**src/gf_poly_pkg.sv**
```systemverilog
`default_nettype none

package gf_poly_pkg;

	// ----------------------------------------------------------------------
	// field and word geometry
	// ----------------------------------------------------------------------
	localparam int M = 8;                 // bits per field coefficient
	localparam int K = 5;                 // coefficients packed per word
	localparam int DEPTH = 4;             // words per operand polynomial
	localparam int RAM_WORDS = 2 * DEPTH; // A and B share one RAM, C fills one
	localparam int WORD_W = K * M;
	localparam int ADDR_W = $clog2(RAM_WORDS);

	// x^8 + x^4 + x^3 + x + 1, top bit implied
	localparam logic [M-1:0] FIELD_POLY = 8'h1B;

	// controller states
	localparam logic [1:0] S_IDLE  = 2'd0;
	localparam logic [1:0] S_CLEAR = 2'd1;
	localparam logic [1:0] S_PAIR  = 2'd2;

	// ----------------------------------------------------------------------
	// shared types
	// ----------------------------------------------------------------------
	typedef logic [M-1:0] coef_t;
	typedef logic [ADDR_W-1:0] addr_t;

	// one memory word, seen raw or as K coefficients (index 0 = lowest degree)
	typedef union packed {
		logic [WORD_W-1:0] flat;
		coef_t [K-1:0]     coef;
	} poly_word_u;

	// one RAM port request
	typedef struct packed {
		logic       we;
		addr_t      addr;
		poly_word_u wdata;
	} mem_req_t;

	// word product, hi carries the degrees that spill past K-1
	typedef struct packed {
		poly_word_u hi;
		poly_word_u lo;
	} prod_t;

endpackage

`default_nettype wire

```
**src/gf_mul.sv**
```systemverilog
`timescale 1ns/10ps
`default_nettype none

module gf_mul (
	input  wire gf_poly_pkg::coef_t a,
	input  wire gf_poly_pkg::coef_t b,
	output gf_poly_pkg::coef_t      p
);

	gf_poly_pkg::coef_t acc; // running sum of shifted copies of a
	gf_poly_pkg::coef_t sh;  // a * x^n mod field poly

	// shift-and-add, reducing every step so sh never leaves the field
	always_comb begin
		acc = '0;
		sh = a;
		for (int n = 0; n < gf_poly_pkg::M; n++) begin
			if (b[n])
				acc = acc ^ sh;
			// times x, fold the overflow bit back in
			if (sh[gf_poly_pkg::M-1])
				sh = (sh << 1) ^ gf_poly_pkg::FIELD_POLY;
			else
				sh = sh << 1;
		end
	end

	assign p = acc;

endmodule

`default_nettype wire

```
**src/mul_ctrl.sv**
```systemverilog
`timescale 1ns/10ps
`default_nettype none

module mul_ctrl (
	input  wire                          clk,
	input  wire                          rst_b,
	input  wire                          start,
	input  wire gf_poly_pkg::mem_req_t   load,
	input  wire gf_poly_pkg::addr_t      rd_addr,
	output gf_poly_pkg::mem_req_t        op_a,
	output gf_poly_pkg::mem_req_t        op_b,
	output gf_poly_pkg::mem_req_t        acc_a,
	output gf_poly_pkg::mem_req_t        acc_b,
	input  wire gf_poly_pkg::poly_word_u acc_rdata_a,
	input  wire gf_poly_pkg::poly_word_u acc_rdata_b,
	input  wire gf_poly_pkg::prod_t      prod,
	output logic                         busy,
	output logic                         done
);

	logic [1:0]          state;
	logic [1:0]          phase;   // step within one (i, j) pair
	gf_poly_pkg::addr_t  i;       // A word index
	gf_poly_pkg::addr_t  j;       // B word index
	gf_poly_pkg::addr_t  clr_cnt; // C word pair being zeroed
	gf_poly_pkg::addr_t  c_addr;  // low C word hit by the current pair

	logic last_clr;
	logic last_j;
	logic last_i;

	assign c_addr = i + j;
	assign last_clr = (clr_cnt == gf_poly_pkg::addr_t'(gf_poly_pkg::RAM_WORDS / 2 - 1));
	assign last_j = (j == gf_poly_pkg::addr_t'(gf_poly_pkg::DEPTH - 1));
	assign last_i = (i == gf_poly_pkg::addr_t'(gf_poly_pkg::DEPTH - 1));

	assign busy = (state != gf_poly_pkg::S_IDLE);

	// ----------------------------------------------------------------------
	// state, counters and done
	// ----------------------------------------------------------------------
	always_ff @(posedge clk) begin
		if (!rst_b) begin
			state <= gf_poly_pkg::S_IDLE;
			phase <= '0;
			i <= '0;
			j <= '0;
			clr_cnt <= '0;
			done <= 1'b0;
		end else begin
			done <= 1'b0;
			case (state)
				gf_poly_pkg::S_IDLE: begin
					if (start) begin
						state <= gf_poly_pkg::S_CLEAR;
						clr_cnt <= '0;
					end
				end

				gf_poly_pkg::S_CLEAR: begin
					clr_cnt <= clr_cnt + 1'b1;
					if (last_clr) begin
						state <= gf_poly_pkg::S_PAIR;
						phase <= '0;
						i <= '0;
						j <= '0;
					end
				end

				gf_poly_pkg::S_PAIR: begin
					phase <= phase + 1'b1; // wraps to 0 for the next pair
					if (phase == 2'd3) begin
						if (last_j) begin
							j <= '0;
							if (last_i) begin
								// last accumulate lands on this edge
								i <= '0;
								state <= gf_poly_pkg::S_IDLE;
								done <= 1'b1;
							end else begin
								i <= i + 1'b1;
							end
						end else begin
							j <= j + 1'b1;
						end
					end
				end

				default: state <= gf_poly_pkg::S_IDLE;
			endcase
		end
	end

	// ----------------------------------------------------------------------
	// RAM port requests
	// ----------------------------------------------------------------------
	always_comb begin
		op_a = '0;
		op_b = '0;
		acc_a = '0;
		acc_b = '0;
		case (state)
			gf_poly_pkg::S_IDLE: begin
				op_b = load;           // host fills A and B
				acc_a.addr = rd_addr;  // host reads C
			end

			gf_poly_pkg::S_CLEAR: begin
				// zero two C words per cycle with data left at '0
				acc_a.we = 1'b1;
				acc_a.addr = clr_cnt << 1;
				acc_b.we = 1'b1;
				acc_b.addr = (clr_cnt << 1) | gf_poly_pkg::addr_t'(1);
			end

			gf_poly_pkg::S_PAIR: begin
				// operand addresses held for the whole pair so prod is
				// still this pair's product in the write phase
				op_a.addr = i;
				op_b.addr = gf_poly_pkg::addr_t'(gf_poly_pkg::DEPTH) + j;
				acc_a.addr = c_addr;
				acc_b.addr = c_addr + 1'b1;
				if (phase == 2'd3) begin
					acc_a.we = 1'b1;
					acc_a.wdata.flat = acc_rdata_a.flat ^ prod.lo.flat;
					acc_b.we = 1'b1;
					acc_b.wdata.flat = acc_rdata_b.flat ^ prod.hi.flat;
				end
			end

			default: ;
		endcase
	end

endmodule

`default_nettype wire

```
**src/poly_mul_top.sv**
```systemverilog
`timescale 1ns/10ps
`default_nettype none

module poly_mul_top (
	input  wire                          clk,
	input  wire                          rst_b,
	input  wire                          start,
	input  wire gf_poly_pkg::mem_req_t   load,
	input  wire gf_poly_pkg::addr_t      rd_addr,
	output gf_poly_pkg::poly_word_u      rd_data,
	output logic                         busy,
	output logic                         done
);

	gf_poly_pkg::mem_req_t   op_a;
	gf_poly_pkg::mem_req_t   op_b;
	gf_poly_pkg::mem_req_t   acc_a;
	gf_poly_pkg::mem_req_t   acc_b;
	gf_poly_pkg::poly_word_u op_rdata_a;  // A word i
	gf_poly_pkg::poly_word_u op_rdata_b;  // B word j
	gf_poly_pkg::poly_word_u acc_rdata_a;
	gf_poly_pkg::poly_word_u acc_rdata_b;
	gf_poly_pkg::prod_t      prod;

	mul_ctrl u_ctrl (
		.clk         (clk),
		.rst_b       (rst_b),
		.start       (start),
		.load        (load),
		.rd_addr     (rd_addr),
		.op_a        (op_a),
		.op_b        (op_b),
		.acc_a       (acc_a),
		.acc_b       (acc_b),
		.acc_rdata_a (acc_rdata_a),
		.acc_rdata_b (acc_rdata_b),
		.prod        (prod),
		.busy        (busy),
		.done        (done)
	);

	// A at 0..DEPTH-1, B at DEPTH..2*DEPTH-1
	word_ram u_op_ram (
		.clk     (clk),
		.port_a  (op_a),
		.port_b  (op_b),
		.rdata_a (op_rdata_a),
		.rdata_b (op_rdata_b)
	);

	word_ram u_acc_ram (
		.clk     (clk),
		.port_a  (acc_a),
		.port_b  (acc_b),
		.rdata_a (acc_rdata_a),
		.rdata_b (acc_rdata_b)
	);

	word_mul u_word_mul (
		.clk  (clk),
		.a    (op_rdata_a),
		.b    (op_rdata_b),
		.prod (prod)
	);

	assign rd_data = acc_rdata_a; // host read shares C port a

endmodule

`default_nettype wire

```
**src/word_mul.sv**
```systemverilog
`timescale 1ns/10ps
`default_nettype none

module word_mul (
	input  wire                          clk,
	input  wire gf_poly_pkg::poly_word_u a,
	input  wire gf_poly_pkg::poly_word_u b,
	output gf_poly_pkg::prod_t           prod
);

	// pp[u][v] = a coef u times b coef v
	gf_poly_pkg::coef_t pp [gf_poly_pkg::K][gf_poly_pkg::K];

	// degree sums 0 .. 2K-2, top slot stays zero
	gf_poly_pkg::coef_t [2*gf_poly_pkg::K-1:0] fold;

	// ----------------------------------------------------------------------
	// K x K multiplier grid
	// ----------------------------------------------------------------------
	for (genvar gu = 0; gu < gf_poly_pkg::K; gu++) begin : g_row
		for (genvar gv = 0; gv < gf_poly_pkg::K; gv++) begin : g_col
			gf_mul u_gf_mul (
				.a (a.coef[gu]),
				.b (b.coef[gv]),
				.p (pp[gu][gv])
			);
		end
	end

	// ----------------------------------------------------------------------
	// column sums by output degree
	// ----------------------------------------------------------------------
	always_comb begin
		fold = '0;
		for (int u = 0; u < gf_poly_pkg::K; u++) begin
			for (int v = 0; v < gf_poly_pkg::K; v++) begin
				fold[u + v] = fold[u + v] ^ pp[u][v]; // degree u+v
			end
		end
	end

	// low K degrees stay in this word, the rest carry to the next word
	always_ff @(posedge clk) begin
		prod.lo.coef <= fold[gf_poly_pkg::K-1:0];
		prod.hi.coef <= fold[2*gf_poly_pkg::K-1:gf_poly_pkg::K];
	end

endmodule

`default_nettype wire

```
**src/word_ram.sv**
```systemverilog
`timescale 1ns/10ps
`default_nettype none

module word_ram (
	input  wire                          clk,
	input  wire gf_poly_pkg::mem_req_t   port_a,
	input  wire gf_poly_pkg::mem_req_t   port_b,
	output gf_poly_pkg::poly_word_u      rdata_a,
	output gf_poly_pkg::poly_word_u      rdata_b
);

	gf_poly_pkg::poly_word_u mem [gf_poly_pkg::RAM_WORDS];

	// ----------------------------------------------------------------------
	// write side, both ports may write in one cycle
	// ----------------------------------------------------------------------
	always_ff @(posedge clk) begin
		if (port_a.we)
			mem[port_a.addr] <= port_a.wdata;
		if (port_b.we)
			mem[port_b.addr] <= port_b.wdata;
	end

	// ----------------------------------------------------------------------
	// read side
	// ----------------------------------------------------------------------
	// registered read, a write to the same address shows up a cycle later
	always_ff @(posedge clk) begin
		rdata_a <= mem[port_a.addr];
		rdata_b <= mem[port_b.addr];
	end

endmodule

`default_nettype wire
```
**config.mk**
```make
export PLATFORM = sky130hd
export DESIGN_NAME = poly_mul_top
export DESIGN_NICKNAME = d
export VERILOG_FILES = /design/src/gf_poly_pkg.sv /design/src/gf_mul.sv /design/src/mul_ctrl.sv /design/src/poly_mul_top.sv /design/src/word_mul.sv /design/src/word_ram.sv
export SDC_FILE = /design/constraint.sdc
export NUM_CORES = 2
export LEC_CHECK = 0
export BUFFER_PORTS_ARGS = -buffer_cell sky130_fd_sc_hd__clkbuf_2
export CAP_MARGIN = 20
export CORE_UTILIZATION = 55
export DETAILED_ROUTE_END_ITERATION = 10
export PLACE_DENSITY = 0.74
export SYNTH_ARGS = -nofsm -noshare
export SYNTH_HDL_FRONTEND = slang
export SYNTH_SLANG_ARGS = --single-unit
```
**constraint.sdc**
```tcl
create_clock -name clk -period 5.79 [get_ports clk]
set_clock_uncertainty 0.2 [all_clocks]
set_input_delay 0.2895 -clock clk [delete_from_list [all_inputs] [get_ports clk]]
set_output_delay 0.2895 -clock clk [all_outputs]
set_load 0.02 [all_outputs]
```
# ---- After elaboration in Yosys (flattened, before gate mapping)
# Memories as Yosys holds them, arrays and structs flattened. A register that Yosys moved wholly into a read port is not among the register bits.
# Cells that the tools add are included.
dict set report word_totals {
  mem_bits_rw 640
  regBits 86
  out_inout_bits 42
  memories 2
  in_bits 50
}
dict set report op_classes {
  add_sub_neg 7
  n_mux 272
  bitwise_logic 228
  reduce_logical 10
  n_eq_ne 11
}
# memory depth width read_ports rd_ports_with_merged_regs wr line_no
set memory_table {}
lappend memory_table {u_acc_ram.mem 8 40 2 2 2 word_ram.sv:12} ;# gf_poly_pkg::poly_word_u mem [gf_poly_pkg::RAM_WORDS];
lappend memory_table {u_op_ram.mem 8 40 2 2 1 word_ram.sv:12}
# operator count
set op_table {}
lappend op_table {{$mux W8} 200}
lappend op_table {{$xor A8 B8 Y8} 191}
lappend op_table {{$mux W40} 5}
lappend op_table {{$mux W5} 35}
lappend op_table {{$not A4 Y4} 35}
lappend op_table {{$xor A40 B32 Y40} 1}
lappend op_table {{$xor A40 B40 Y40} 1}
lappend op_table {{$mux W3} 8}
lappend op_table {{$pmux W3 S2} 4}
lappend op_table {{$add A3 B1 Y3 const B} 4}
lappend op_table {{$mux W2} 6}
lappend op_table {{$eq A3 B2 Y1 const B} 3}
lappend op_table {{$mux W1} 9}
lappend op_table {{$pmux W3 S3} 1}
lappend op_table {{$ne A2 B1 Y1 const B} 4}
lappend op_table {{$pmux W4 S2} 1}
lappend op_table {{$reduce_and A4 Y1} 2}
lappend op_table {{$pmux W2 S3} 1}
lappend op_table {{$reduce_bool A2 Y1} 3}
lappend op_table {{$reduce_and A5 Y1} 1}
lappend op_table {{$eq A2 B2 Y1 const B} 2}
lappend op_table {{$pmux W2 S2} 1}
lappend op_table {{$reduce_and A2 Y1} 2}
lappend op_table {{$add A3 B3 Y3} 1}
lappend op_table {{other kinds (7)} 7}

# ---- Longest topological paths before layout
dict set report depth {
  word_depth 20
  depth_mapped 14
  ltp_nobuf 10
}

# ---- By module
# A second synthesis with hierarchy kept.
dict set report hier_totals {
  cells_unflattened 7809
  hier_area_um2 79565.1
}
# module seq_area_each_um2 area_each_um2 cells_per_inst instances
set by_module_without_submodules {}
lappend by_module_without_submodules {{gf_mul at u_word_mul.g_row[0].g_col[1].u_gf_mul ...} 0.0 1362.6 195 24}
lappend by_module_without_submodules {{word_ram at u_op_ram} 11210.8 20124.3 1174 1}
lappend by_module_without_submodules {{word_ram at u_acc_ram} 11210.8 20090.5 1211 1}
lappend by_module_without_submodules {word_mul 1441.4 2666.3 201 1}
lappend by_module_without_submodules {mul_ctrl 280.3 2651.3 374 1}
lappend by_module_without_submodules {{gf_mul at u_word_mul.g_row[0].g_col[0].u_gf_mul} 0.0 1331.3 169 1}

# ---- Worst setup path after synthesis
# OpenSTA, ideal clock, no wires.
dict set report synth_path {
  kind {reg-to-reg}
  from {reg u_ctrl.j[0]}
  to {mem u_acc_ram.mem[5][0] (netlist bit) (enable)}
  arrival_ps 5071
  setup_slack_ps 26
  stages_incl_launch_ff 8
  synth_period_minus_slack_ps 5764
  t_required_ps 5097
  cell_sequence {dfxtp_1 ha_1 fa_1 a222oi_1 or3b_2 clkbuf_1 clkbuf_1 o21ai_0}
}
# element line_no
set synth_lines {}
lappend synth_lines {{start: declaration} mul_ctrl.sv:24} ;# gf_poly_pkg::addr_t j;
lappend synth_lines {{start signal: assignment} mul_ctrl.sv:84} ;# j <= j + 1'b1;
lappend synth_lines {{end: declaration} word_ram.sv:12}

==> out/qor.yml <==
drt:
  routed_wl_um: 219200
  dr.pass1.iters: 6
  dr_wl_met2_um: 96230
  num_vias: 55276
  drt_iter0_drc: 7914
  drc_errors: 0
  ant_nets: 0
  topRoutingLayerUsed: "met5"
  met3WireLength_um: 29820
  wl_met1_um: 76380
  avgViaCountPerCell: 6.280
  routedWlPerCell_um: 24.90
logic_synthesis:
  syn-num-nets: 7484
  synthDominantCellAreaShare_pct: 30.30
  synthCells: 7422
  synth_most_common_cell: "nand2_1"
  synthTopCellsByCount: "nand2_1 (2554), xnor2_1 (1057), edfxtp_1 (640)"
  ys_async_sr_fraction_pct: 0
  ys_types: 63
  synth_area_leaders: "edfxtp_1 (30%), nand2_1 (15%), xnor2_1 (15%)"
  synth_area_um2: 63420
  yosysTopAreaCell: "edfxtp_1"
  seq_area_frac_synth_pct: 38.07
  ys.flop_type: "edfxtp_1"
  syn_area_per_cell_um2: 8.545
  ys_ff_latch: 886
  yosys_warnings: 0
  synth-edff-count: 640
clock_tree:
  clk_latency_ns: 0.75
  cts_sinks: 886
  cts_buffer_depth: 3
  cts_max_level: 3
  cts_tree: "yes"
  cts_resized: 0
  path_clk_slew_ns: 0.06
  postCtsSetupBuffers: 0
  root_buffer: "clkbuf_16"
  cts_made_buffers: 92
sta:
  rsz0062_at_grt: "false"
  slew_viol_final: 0
  setup_violations: 0
  finalCriticalPeriod_ns: 4.362
  hold_viol: 0
  relSlewSlack_pct: 16.93
  min_period_over_period_pct: 75.33
  fmax_mhz: 229.3
  tightest_slew_ns: 1.246
  setup_tns_ns: 0
critical_path:
  criticalPathCategory: "flip-flop to flip-flop"
  crit_required_ns: 5.94
  reg2regPathDepth: 10
  critPathArrivalTime_ns: 4.52
  cp-startpoint: "u_ctrl.i[0]"
  rrSetupSlack_ns: 1.43
  cp-start-kind: "flip-flop"
  reg2reg_from: "u_ctrl.i[0]"
  r2r-end: "u_acc_ram.mem[2][27]"
  path_max_fanout: 30
  crit_path_end_kind: "flip-flop"
global_route:
  antenna_found_initial: 11
  grt_pass1_vias: 52964
  grt_max_degree: 161
  grt_overflow: 0
  groute.usage.overall_pct: 36.74
  grt_pass1_wl_um: 325000
outcome:
  status: "completed"
placed_design:
  gp_congestion: 1.021
  portBuffers: 91
  hpwl_um: 135600
min_path:
  hold_class: "input port to flip-flop"
  holdCritStartpoint: "load[42]"
  whs_endpoint: "u_op_ram.rdata_b[7]"
  min_path_cells: 4
die:
  num_rows: 124
  die_x_um: 341.6
  dieArea_um2: 116700
  die_h_um: 341.6
  ios: 92
  core_area_um2: 114300
  initial_core_util_pct: 55.46
finish:
  n_fill_cell: 9488
  area_delta_synth_final_pct: 8.681
  nets: 7269
  layout-drive-gt1-share_pct: 7.904
run:
  maxCapViolCount: 0
-- layout make-up --
| class | instances | area, um^2 | area share [%] |
|---|---|---|---|
| Multi-Input combinational cell | 5882 | 36950 | 53.61 |
| Clock buffer | 130 | 2705 | 3.925 |
| Sequential cell | 886 | 24190 | 35.09 |
| Antenna cell | 3 | 7.507 | 0.01089 |
| Clock inverter | 44 | 596.8 | 0.8659 |
| Tap cell | 1512 | 1892 | 2.745 |
| Inverter | 21 | 78.83 | 0.1144 |
| Timing Repair Buffer | 324 | 2511 | 3.643 |
-- per-layer routing --
layer  up-vias  GRT usage [%]
met4        16          24.21
met3      1158          9.206
li1      24061              -
met2      4156          57.11
met5         -              0
met1     25885          45.35
-- worst max-delay path, stage by stage (launching register included) --
cell and delay [ns]:
dfxtp_4 0.56, ha_1 0.23, fa_1 0.44, ha_1 0.22, xor2_1 0.15, xnor2_1 0.13
a22o_1 0.31, or3b_2 0.71, nand2b_4 0.25, o21ai_4 0.30, buf_4 0.48
-- what timing repair did --
item                       in CTS  in global routing
hold buffers                   42                  1
setup endpoints to repair       0                  0
hold endpoints to repair      334                  2
-- flip-flops by register name, indices dropped and copies added, names as in the netlist, 3 cells and up --
name and flops:
u_acc_ram.mem 320, u_acc_ram.rdata_a 40, u_acc_ram.rdata_b 40, u_ctrl.clr_cnt 3, u_ctrl.i 3, u_ctrl.j 3
u_op_ram.mem 320, u_op_ram.rdata_a 40, u_op_ram.rdata_b 40, u_word_mul.prod 72
-- through the flow --
stage	hold WS, ns	instance area [um^2]	utilization (%)	setup WS [ns]	cells
after global placement	0.2941	65140	56.97	1.438	8579
after CTS	0.0007596	68870	60.23	1.393	8796
after floorplan	0.2089	63420	-	0.02632	7422
after detailed placement	0.3066	65150	56.97	1.394	8580
after global routing	0.04691	68920	60.27	1.198	8800
final	0.008460	68930	60.28	1.428	8802
-- cells in the final DEF, fill, tap and decap left out, types with 82 or more instances in the layout --
| cell | n |
|---|---|
| buf_4 | 174 |
| nand2_1 | 2549 |
| dfxtp_1 | 214 |
| mux2i_1 | 178 |
| nor2_1 | 98 |
| o21ai_0 | 501 |
| edfxtp_1 | 640 |
| xnor2_1 | 1057 |
| clkbuf_16 | 100 |
| xor2_1 | 446 |
| o22a_1 | 82 |
| nand3_1 | 214 |
| a21oi_1 | 242 |
| clkbuf_2 | 91 |
-- worst max-delay path by stage --
stage / to / cells after the start
CTS: u_acc_ram.mem[2][22] / 10
detailed placement: u_acc_ram.mem[2][34] / 10
floorplan: u_acc_ram.mem[5][0] / 7
finish: u_acc_ram.mem[2][27] / 10
global route: u_acc_ram.mem[3][34] / 11
global placement: u_acc_ram.mem[2][34] / 10
-- cell families after synthesis --
| kind of cell | share of synthesized area, % |
|---|---|
| xor gates and xnor gates | 25.01 |
| and+or+nand+nor | 18.89 |
| adders and majority gates | 0.2486 |
| DFF | 38.07 |
| muxes | 4.443 |
| AOI/OAI and AO/OA | 9.195 |
| buffers and inverters | 4.143 |
Power is left out: the tool's default activity adds up to more than one toggle a clock period on the data nets, which glitch-free logic cannot reach.
